==> src/verilog/rf_ldst_pkg.sv <==
// Vector load/store shared definitions

package rf_ldst_pkg;

    // SDRAM byte address width
    parameter int SDRAM_ADDR_W = 32;

    ////////////////////////////////////////////////////////////
    // Engine states
    ////////////////////////////////////////////////////////////
    typedef enum logic [2:0] {
        IDLE,         // Waiting for a start strobe
        LD_ADDR,      // Read request until accepted
        LD_BEATS,     // Collect read beats
        LD_RF_WRITE,  // Line buffer to RF row
        ST_RF_READ,   // RF row read request
        ST_RF_LATCH,  // RF row into line buffer
        ST_BEATS      // Write burst
    } ldst_state_t;

endpackage

==> src/verilog/rf_ldst_intf.sv <==
// Load/store command bus
`timescale 1ns/10ps

interface rf_ldst_intf import rf_ldst_pkg::*; #(
    parameter int RF_ADDR_W  = 4,
    parameter int LINE_NUM_W = 4
);
    logic                    load_start;   // One-cycle strobe
    logic                    store_start;  // One-cycle strobe
    logic [SDRAM_ADDR_W-1:0] sdram_addr;
    logic [RF_ADDR_W-1:0]    rf_addr;
    logic [LINE_NUM_W-1:0]   line_num;
    logic                    rf_addr_inc;  // Step RF row per line

    modport engine (
        input load_start, store_start, sdram_addr, rf_addr, line_num, rf_addr_inc
    );
    modport ctrl (
        output load_start, store_start, sdram_addr, rf_addr, line_num, rf_addr_inc
    );
endinterface

==> src/verilog/sdram_intf.sv <==
// Avalon-MM burst bus
`timescale 1ns/10ps

interface sdram_intf import rf_ldst_pkg::*; #(
    parameter int SDRAM_DATA_W = 32,
    parameter int RF_DATA_W    = 128
);
    localparam int BEATS   = RF_DATA_W / SDRAM_DATA_W;
    localparam int BURST_W = $clog2(BEATS + 1);
    localparam int BE_W    = SDRAM_DATA_W / 8;

    // Master side
    logic                    read;
    logic                    write;
    logic [SDRAM_ADDR_W-1:0] address;     // Byte address
    logic [BURST_W-1:0]      burstcount;
    logic [BE_W-1:0]         byteenable;
    logic [SDRAM_DATA_W-1:0] writedata;

    // Slave side
    logic [SDRAM_DATA_W-1:0] readdata;
    logic                    readdatavalid;
    logic                    waitrequest;

    modport master (
        output read, write, address, burstcount, byteenable, writedata,
        input  readdata, readdatavalid, waitrequest
    );
    modport slave (
        input  read, write, address, burstcount, byteenable, writedata,
        output readdata, readdatavalid, waitrequest
    );
endinterface

==> src/verilog/bram_intf.sv <==
// Register-file RAM engine port
`timescale 1ns/10ps

interface bram_intf #(
    parameter int RF_ADDR_W = 4,
    parameter int RF_DATA_W = 128
);
    logic [RF_ADDR_W-1:0] addr;
    logic [RF_DATA_W-1:0] data;  // Write data
    logic                 we;
    logic                 re;
    logic [RF_DATA_W-1:0] q;     // Valid one cycle after re

    modport engine (
        output addr, data, we, re,
        input  q
    );
    modport memory (
        input  addr, data, we, re,
        output q
    );
endinterface

==> src/verilog/rf_ldst.sv <==
// Vector load/store engine
`timescale 1ns/10ps

module rf_ldst import rf_ldst_pkg::*; #(
    parameter int RF_ADDR_W    = 4,
    parameter int LINE_NUM_W   = 4,
    parameter int SDRAM_DATA_W = 32,
    parameter int RF_DATA_W    = 128
) (
    input  logic        clk,
    input  logic        rst_n,
    rf_ldst_intf.engine cmd,     // Command from control unit
    sdram_intf.master   sdram,   // Avalon SDRAM
    bram_intf.engine    rf_ram,  // Register-file RAM
    output logic        done     // High while idle
);

    localparam int BEATS      = RF_DATA_W / SDRAM_DATA_W;
    localparam int BEAT_CNT_W = $clog2(BEATS + 1);  // Same as the burstcount width
    localparam int LINE_BYTES = RF_DATA_W / 8;

    ldst_state_t state;
    ldst_state_t state_nxt;

    logic cmd_ld;          // Capture command fields
    logic line_nxt;        // Step to next line
    logic line_last;
    logic beat_clr;
    logic beat_inc;
    logic buf_from_sdram;
    logic buf_from_rf;

    ////////////////////////////////////////////////////////////
    // Line and address counters
    ////////////////////////////////////////////////////////////
    logic [SDRAM_ADDR_W-1:0] sdram_addr;
    logic [RF_ADDR_W-1:0]    rf_addr;
    logic [LINE_NUM_W-1:0]   line_cnt;     // Lines left including the current one
    logic                    rf_addr_inc;

    always_ff @(posedge clk or negedge rst_n) begin
        if (!rst_n) begin
            sdram_addr  <= '0;
            rf_addr     <= '0;
            line_cnt    <= '0;
            rf_addr_inc <= 1'b0;
        end else if (cmd_ld) begin
            sdram_addr  <= cmd.sdram_addr;
            rf_addr     <= cmd.rf_addr;
            line_cnt    <= cmd.line_num;
            rf_addr_inc <= cmd.rf_addr_inc;
        end else if (line_nxt) begin
            sdram_addr <= sdram_addr + SDRAM_ADDR_W'(LINE_BYTES);
            line_cnt   <= line_cnt - 1'b1;
            if (rf_addr_inc) begin
                rf_addr <= rf_addr + 1'b1;
            end
        end
    end

    // A count of zero runs as a single line
    assign line_last = (line_cnt <= LINE_NUM_W'(1));

    ////////////////////////////////////////////////////////////
    // Line buffer and beat counter
    ////////////////////////////////////////////////////////////
    logic [BEAT_CNT_W-1:0]              beat_cnt;
    logic [BEATS-1:0][SDRAM_DATA_W-1:0] line_buf;  // Beat 0 in low bits

    always_ff @(posedge clk or negedge rst_n) begin
        if (!rst_n) begin
            beat_cnt <= '0;
        end else if (beat_clr) begin
            beat_cnt <= '0;
        end else if (beat_inc) begin
            beat_cnt <= beat_cnt + 1'b1;
        end
    end

    always_ff @(posedge clk) begin
        if (buf_from_rf) begin
            line_buf <= rf_ram.q;                    // Whole row at once
        end else if (buf_from_sdram) begin
            line_buf[beat_cnt] <= sdram.readdata;
        end
    end

    // Bus outputs
    assign sdram.address    = sdram_addr;
    assign sdram.burstcount = BEAT_CNT_W'(BEATS);   // Always a full line
    assign sdram.byteenable = '1;
    assign sdram.writedata  = line_buf[beat_cnt];

    assign rf_ram.addr = rf_addr;
    assign rf_ram.data = line_buf;

    assign done = (state == IDLE);

    ////////////////////////////////////////////////////////////
    // State machine
    ////////////////////////////////////////////////////////////
    always_ff @(posedge clk or negedge rst_n) begin
        if (!rst_n) begin
            state <= IDLE;
        end else begin
            state <= state_nxt;
        end
    end

    always_comb begin
        state_nxt      = state;
        sdram.read     = 1'b0;
        sdram.write    = 1'b0;
        rf_ram.we      = 1'b0;
        rf_ram.re      = 1'b0;
        cmd_ld         = 1'b0;
        line_nxt       = 1'b0;
        beat_clr       = 1'b0;
        beat_inc       = 1'b0;
        buf_from_sdram = 1'b0;
        buf_from_rf    = 1'b0;

        case (state)
            IDLE: begin
                beat_clr = 1'b1;
                if (cmd.load_start) begin          // Load has priority
                    cmd_ld    = 1'b1;
                    state_nxt = LD_ADDR;
                end else if (cmd.store_start) begin
                    cmd_ld    = 1'b1;
                    state_nxt = ST_RF_READ;
                end
            end

            LD_ADDR: begin
                sdram.read = 1'b1;                 // Held until accepted
                if (!sdram.waitrequest) begin
                    state_nxt = LD_BEATS;
                end
            end

            LD_BEATS: begin
                if (sdram.readdatavalid) begin
                    buf_from_sdram = 1'b1;
                    beat_inc       = 1'b1;
                    if (beat_cnt == BEAT_CNT_W'(BEATS - 1)) begin
                        state_nxt = LD_RF_WRITE;
                    end
                end
            end

            LD_RF_WRITE: begin
                rf_ram.we = 1'b1;
                line_nxt  = 1'b1;
                beat_clr  = 1'b1;
                state_nxt = line_last ? IDLE : LD_ADDR;
            end

            ST_RF_READ: begin
                rf_ram.re = 1'b1;
                beat_clr  = 1'b1;
                state_nxt = ST_RF_LATCH;
            end

            ST_RF_LATCH: begin
                buf_from_rf = 1'b1;                // q is valid here
                state_nxt   = ST_BEATS;
            end

            ST_BEATS: begin
                sdram.write = 1'b1;
                // Only accepted beats move the burst on
                if (!sdram.waitrequest) begin
                    beat_inc = 1'b1;
                    if (beat_cnt == BEAT_CNT_W'(BEATS - 1)) begin
                        line_nxt  = 1'b1;
                        state_nxt = line_last ? IDLE : ST_RF_READ;
                    end
                end
            end

            default: state_nxt = IDLE;
        endcase
    end

endmodule

==> src/verilog/rf_ram.sv <==
// Dual-port register-file RAM
`timescale 1ns/10ps

module rf_ram #(
    parameter int RF_ADDR_W = 4,
    parameter int RF_DATA_W = 128
) (
    input  logic                 clk,
    bram_intf.memory             port,        // Engine side
    input  logic [RF_ADDR_W-1:0] host_addr,
    input  logic [RF_DATA_W-1:0] host_wdata,
    input  logic                 host_we,
    output logic [RF_DATA_W-1:0] host_rdata
);

    localparam int ROWS = 2 ** RF_ADDR_W;

    logic [RF_DATA_W-1:0] mem [ROWS];

    // Engine port and host port on one array
    always_ff @(posedge clk) begin
        if (port.we) begin
            mem[port.addr] <= port.data;
        end
        if (port.re) begin
            port.q <= mem[port.addr];  // Registered engine read
        end

        if (host_we) begin
            mem[host_addr] <= host_wdata;
        end
        host_rdata <= mem[host_addr];  // Host reads every cycle
    end

endmodule

==> src/verilog/vec_ldst_top.sv <==
// Vector load/store subsystem top
`timescale 1ns/10ps

module vec_ldst_top import rf_ldst_pkg::*; #(
    parameter int RF_ADDR_W    = 4,
    parameter int LINE_NUM_W   = 4,
    parameter int SDRAM_DATA_W = 32,
    parameter int RF_DATA_W    = 128
) (
    input  logic                                              clk,
    input  logic                                              rst_n,

    // Command
    input  logic                                              load_start,
    input  logic                                              store_start,
    input  logic [SDRAM_ADDR_W-1:0]                           sdram_addr,
    input  logic [RF_ADDR_W-1:0]                              rf_addr,
    input  logic [LINE_NUM_W-1:0]                             line_num,
    input  logic                                              rf_addr_inc,
    output logic                                              done,

    // Avalon-MM master
    output logic                                              read,
    output logic                                              write,
    output logic [SDRAM_ADDR_W-1:0]                           address,
    output logic [$clog2(RF_DATA_W / SDRAM_DATA_W + 1)-1:0]   burstcount,
    output logic [SDRAM_DATA_W/8-1:0]                         byteenable,
    output logic [SDRAM_DATA_W-1:0]                           writedata,
    input  logic [SDRAM_DATA_W-1:0]                           readdata,
    input  logic                                              readdatavalid,
    input  logic                                              waitrequest,

    // Host port of the register file
    input  logic [RF_ADDR_W-1:0]                              host_addr,
    input  logic [RF_DATA_W-1:0]                              host_wdata,
    input  logic                                              host_we,
    output logic [RF_DATA_W-1:0]                              host_rdata
);

    rf_ldst_intf #(.RF_ADDR_W(RF_ADDR_W), .LINE_NUM_W(LINE_NUM_W)) cmd_if ();
    sdram_intf #(.SDRAM_DATA_W(SDRAM_DATA_W), .RF_DATA_W(RF_DATA_W)) sdram_if ();
    bram_intf #(.RF_ADDR_W(RF_ADDR_W), .RF_DATA_W(RF_DATA_W)) bram_if ();

    ////////////////////////////////////////////////////////////
    // Plain ports to buses
    ////////////////////////////////////////////////////////////
    assign cmd_if.load_start  = load_start;
    assign cmd_if.store_start = store_start;
    assign cmd_if.sdram_addr  = sdram_addr;
    assign cmd_if.rf_addr     = rf_addr;
    assign cmd_if.line_num    = line_num;
    assign cmd_if.rf_addr_inc = rf_addr_inc;

    assign read       = sdram_if.read;
    assign write      = sdram_if.write;
    assign address    = sdram_if.address;
    assign burstcount = sdram_if.burstcount;
    assign byteenable = sdram_if.byteenable;
    assign writedata  = sdram_if.writedata;

    assign sdram_if.readdata      = readdata;
    assign sdram_if.readdatavalid = readdatavalid;
    assign sdram_if.waitrequest   = waitrequest;

    rf_ldst #(
        .RF_ADDR_W    (RF_ADDR_W),
        .LINE_NUM_W   (LINE_NUM_W),
        .SDRAM_DATA_W (SDRAM_DATA_W),
        .RF_DATA_W    (RF_DATA_W)
    ) u_rf_ldst (
        .clk    (clk),
        .rst_n  (rst_n),
        .cmd    (cmd_if.engine),
        .sdram  (sdram_if.master),
        .rf_ram (bram_if.engine),
        .done   (done)
    );

    rf_ram #(
        .RF_ADDR_W (RF_ADDR_W),
        .RF_DATA_W (RF_DATA_W)
    ) u_rf_ram (
        .clk        (clk),
        .port       (bram_if.memory),
        .host_addr  (host_addr),
        .host_wdata (host_wdata),
        .host_we    (host_we),
        .host_rdata (host_rdata)
    );

endmodule

==> config.mk <==
export PLATFORM = sky130hd
export DESIGN_NAME = vec_ldst_top
export DESIGN_NICKNAME = d
export VERILOG_FILES = /design/src/verilog/rf_ldst_pkg.sv /design/src/verilog/rf_ldst_intf.sv /design/src/verilog/sdram_intf.sv /design/src/verilog/bram_intf.sv /design/src/verilog/rf_ldst.sv /design/src/verilog/rf_ram.sv /design/src/verilog/vec_ldst_top.sv
export SDC_FILE = /design/constraint.sdc
export NUM_CORES = 2
export LEC_CHECK = 0
export BUFFER_PORTS_ARGS = -buffer_cell sky130_fd_sc_hd__buf_2
export CAP_MARGIN = 20
export CORE_MARGIN = 8
export CORE_UTILIZATION = 45
export DETAILED_ROUTE_END_ITERATION = 6
export SLEW_MARGIN = 40
export SYNTH_ARGS = -nofsm -noshare
export SYNTH_HDL_FRONTEND = slang
export SYNTH_SLANG_ARGS = --single-unit
export TNS_END_PERCENT = 1
==> constraint.sdc <==
create_clock -name clk -period 7.47 [get_ports clk]
set_input_delay 2.241 -clock clk [delete_from_list [all_inputs] [get_ports clk]]
set_output_delay 2.241 -clock clk [all_outputs]
set_load 0.01 [all_outputs]
==> key figures <==
Timing
  – Count of final setup violators: 0
  – Worst setup margin: 2010 ps
  – Slew HR: 34.6%
  – Final Hold Vio Count: 0
  – Hold Slack: 481 ps
  – Clock Skew: 58.6 ps
  – Fin crit period: 5460 ps
  – Setup TNS: 0 ps
  – Slew @ Worst Pin: 981 ps
  – RSZ-0062 raised after global routing: no
  – Crit share post-route: 73.1%
  – Slew Viols, Final: 0
  – FMAX: 183 MHz

Setup path
  – Worst reg2reg endpoint: u_rf_ldst.rf_ram.data[37]
  – Crit Path Class: flop to primary output
  – Req. time, crit path: 5230 ps
  – R2R depth: 7
  – Critical Path Start Type: flop
  – Critical path arrival: 3220 ps
  – FF-to-FF setup slack: 3530 ps
  – Reg2reg start: u_rf_ldst.beat_cnt[0]
  – Worst setup EP type: primary output
  – Crit Path Max Fanout: 18

Cells and area
  – Non-Filler Instances: 11700
  – Total Nets Final: 7748
  – Reg area: 0.0729 mm^2
  – Multi-input gate area: 0.0565 mm^2
  – Area Growth Syn to Fin: 12.3%
  – Final core occ: 50.8%
  – Fillers: 24100
  – Layout cell share with drive strength beyond 1: 57.5%

Routing
  – Routed Wire Length: 485000 um
  – DRT Pass-1 Iters: 5
  – Via/cell ratio: 6.91
  – Post-route DRC: 0
  – DR vias: 81100
  – Detail Route Antenna Nets: 0
  – DR iter-0 viols: 11700
  – WL/cell: 41.3 um

Job
  – Max-Cap Viols: 0

GRT
  – Total track usage: 30.1%
  – Initial antenna violation count: 115
  – First-pass GRT wire length: 666000 um
  – Largest net degree at the start of global routing: 113
  – Grt ovf: 0
  – Vias in the first global route: 80500

Clocking
  – Worst-path clk slew: 60 ps
  – Max H-tree Level: 5
  – CTS sink count: 2479
  – Hold Buf Count CTS: 0
  – Total CTS buffers: 287
  – CTS tree: yes
  – Clock latency at the later pin of the worst-skew pair: 940 ps
  – Clock root buffer: clkbuf_16
  – Clock Tree Buf Depth: 4
  – # Post-CTS Setup Buffers: 0
  – Post-cts resize count: 0

Yosys
  – Synth cell types: 64
  – Most instantiated cells after synthesis: 2304 x edfxtp_1, 2049 x mux2_2, 1312 x mux4_2
  – Mean post-synth cell area: 17.9 um^2
  – Synthesized flop and latch total: 2479
  – Top_reg_cell synth: edfxtp_1
  – Count of flip-flops with a built-in enable after synthesis: 2304
  – Synth area leader: edfxtp_1
  – Yosys top cell area share: 52.1%
  – Most frequent cell after synthesis: edfxtp_1
  – Total number of yosys warnings: 0
  – Synthesized instance count: 7422
  – Register area share after synthesis: 54.9%
  – Post-synth ARST share: 1.90%
  – Main area contributors after synthesis: edfxtp_1 52%, mux4_2 22%, mux2_2 17%
  – Mapped cell area: 0.133 mm^2

Pwr
  – Power density over cell area: 315 mW/mm^2
  – Pleak: 48.9 nW
  – Worst VDD drop: 0.350 mV

Place
  – DP HPWL: 280000 um
  – RePlAce Congestion: 0.833
  – Dpl ws: 1880 ps
  – Inst Count DP: 11100
  – Port bufs: 406

Floorplan
  – Die span in x: 559 um
  – Initial Util: 45.2%
  – CORE AREA: 0.294 mm^2
  – Placement Rows: 199
  – I/O pin total: 414
  – Die area: 0.313 mm^2
  – Die height: 559 um

Worst hold path
  – Hold EP: u_rf_ldst.sdram.address[3]
  – Hold Path Origin: u_rf_ldst.sdram.address[3]
  – Hold Crit Depth: 2
  – HP Class: flop to flop

Status
  – Status: finished clean
state kept, by name, indices dropped and copies added (netlist names):
register and cells:
u_rf_ram.mem 2048, u_rf_ldst.rf_ram.data 128, u_rf_ram.host_rdata 128, u_rf_ram.port.q 128
u_rf_ldst.sdram.address 32, u_rf_ldst.line_cnt 4, u_rf_ldst.rf_ram.addr 4, u_rf_ldst.beat_cnt 3
u_rf_ldst.state 3, u_rf_ldst.rf_addr_inc 1
where the power goes:
group	internal, mW	total [mW]	switching, mW
clock	8.04	14.1	6.10
sequential	17.5	19.2	1.66
combinational	6.73	13.8	7.03
critical path, stage by stage (launching register included):
cell and delay [ps]:
dfrtp_2 890, buf_4 460, mux4_2 710, buf_2 210
layout make-up:
cell class | instances | area share [%]
Clock buffer | 379 | 5.17
Timing Repair Buffer | 657 | 3.69
Antenna cell | 65 | 0.109
Multi-Input combinational cell | 4080 | 37.9
Sequential cell | 2479 | 48.9
Inverter | 19 | 0.0561
Tap cell | 3919 | 3.28
Clock inverter | 145 | 0.975
stage by stage:
step           total power [mW]  cell area [um^2]
6_report                   47.1            149000
5_1_grt                    48.4            149000
4_1_cts                    47.0            149000
3_5_place_dp               33.0            140000
3_3_place_gp               32.6            139000
2_1_floorplan              28.0            133000
per-layer routing:
| layer | share of wire [%] | global-route usage, % |
|---|---|---|
| met1 | 39 | 41.6 |
| met2 | 46 | 46.7 |
| met3 | 9.6 | 5.71 |
| met4 | 4.9 | 13.2 |
| met5 | 0.052 | 0 |
logic make-up (layout without fill, tap and decap cells):
family,after synthesis,count (layout),synth area share [%]
AND/OR/NAND/NOR,564,564,1.88
buffers and inverters,868,1200,2.87
AO/OA/AOI/OAI,133,133,0.638
other,2,72,0.00565
multiplexers,3363,3363,39.6
adder cells (fa/ha/maj),12,12,0.113
XOR/XNOR,1,1,0.00659
flip-flops,2479,2479,54.9
cells in the final DEF, fill, tap and decap left out, drive strengths merged, types with 3 or more instances in the layout:
| master | Yosys | final |
|---|---|---|
| dfrtp | 47 | 47 |
| nor2b | 5 | 5 |
| a22oi | 6 | 6 |
| a21o | 12 | 12 |
| and3 | 6 | 6 |
| clkinvlp | 0 | 8 |
| nor3b | 4 | 4 |
| mux2 | 2049 | 2049 |
| inv | 18 | 34 |
| or3 | 3 | 3 |
| o22a | 8 | 8 |
| o21ai | 35 | 35 |
| bufinv | 0 | 20 |
| o21a | 3 | 3 |
| edfxtp | 2304 | 2304 |
| o22ai | 10 | 10 |
| nand3 | 144 | 144 |
| a21oi | 35 | 35 |
| nand2 | 310 | 310 |
| nand2b | 4 | 4 |
| a211oi | 3 | 3 |
| ha | 12 | 12 |
| nor2 | 44 | 44 |
| mux4 | 1312 | 1312 |
| buf | 410 | 657 |
| nand3b | 6 | 6 |
| clkinv | 1 | 102 |
| nor4 | 3 | 3 |
| a31oi | 3 | 3 |
| nor3 | 12 | 12 |
| dfxtp | 128 | 128 |
| nand4 | 13 | 13 |
| conb | 2 | 7 |
| diode | 0 | 65 |
| clkbuf | 439 | 379 |
worst max path at each step:
stage	from	depth (start not counted)	slack, ps	to
2_1_floorplan	u_rf_ldst.state[2]	3	830	u_rf_ram.port.q[0]
3_3_place_gp	host_addr[1]	5	1810	u_rf_ram.host_rdata[62]
3_5_place_dp	host_addr[3]	6	1880	u_rf_ram.mem[4][61]
4_1_cts	u_rf_ldst.beat_cnt[0]	3	1950	writedata[24]
5_1_grt	u_rf_ldst.beat_cnt[0]	3	1930	writedata[24]
6_report	u_rf_ldst.beat_cnt[0]	3	2010	writedata[24]
Note: power is estimated with default switching activity, not from simulation.
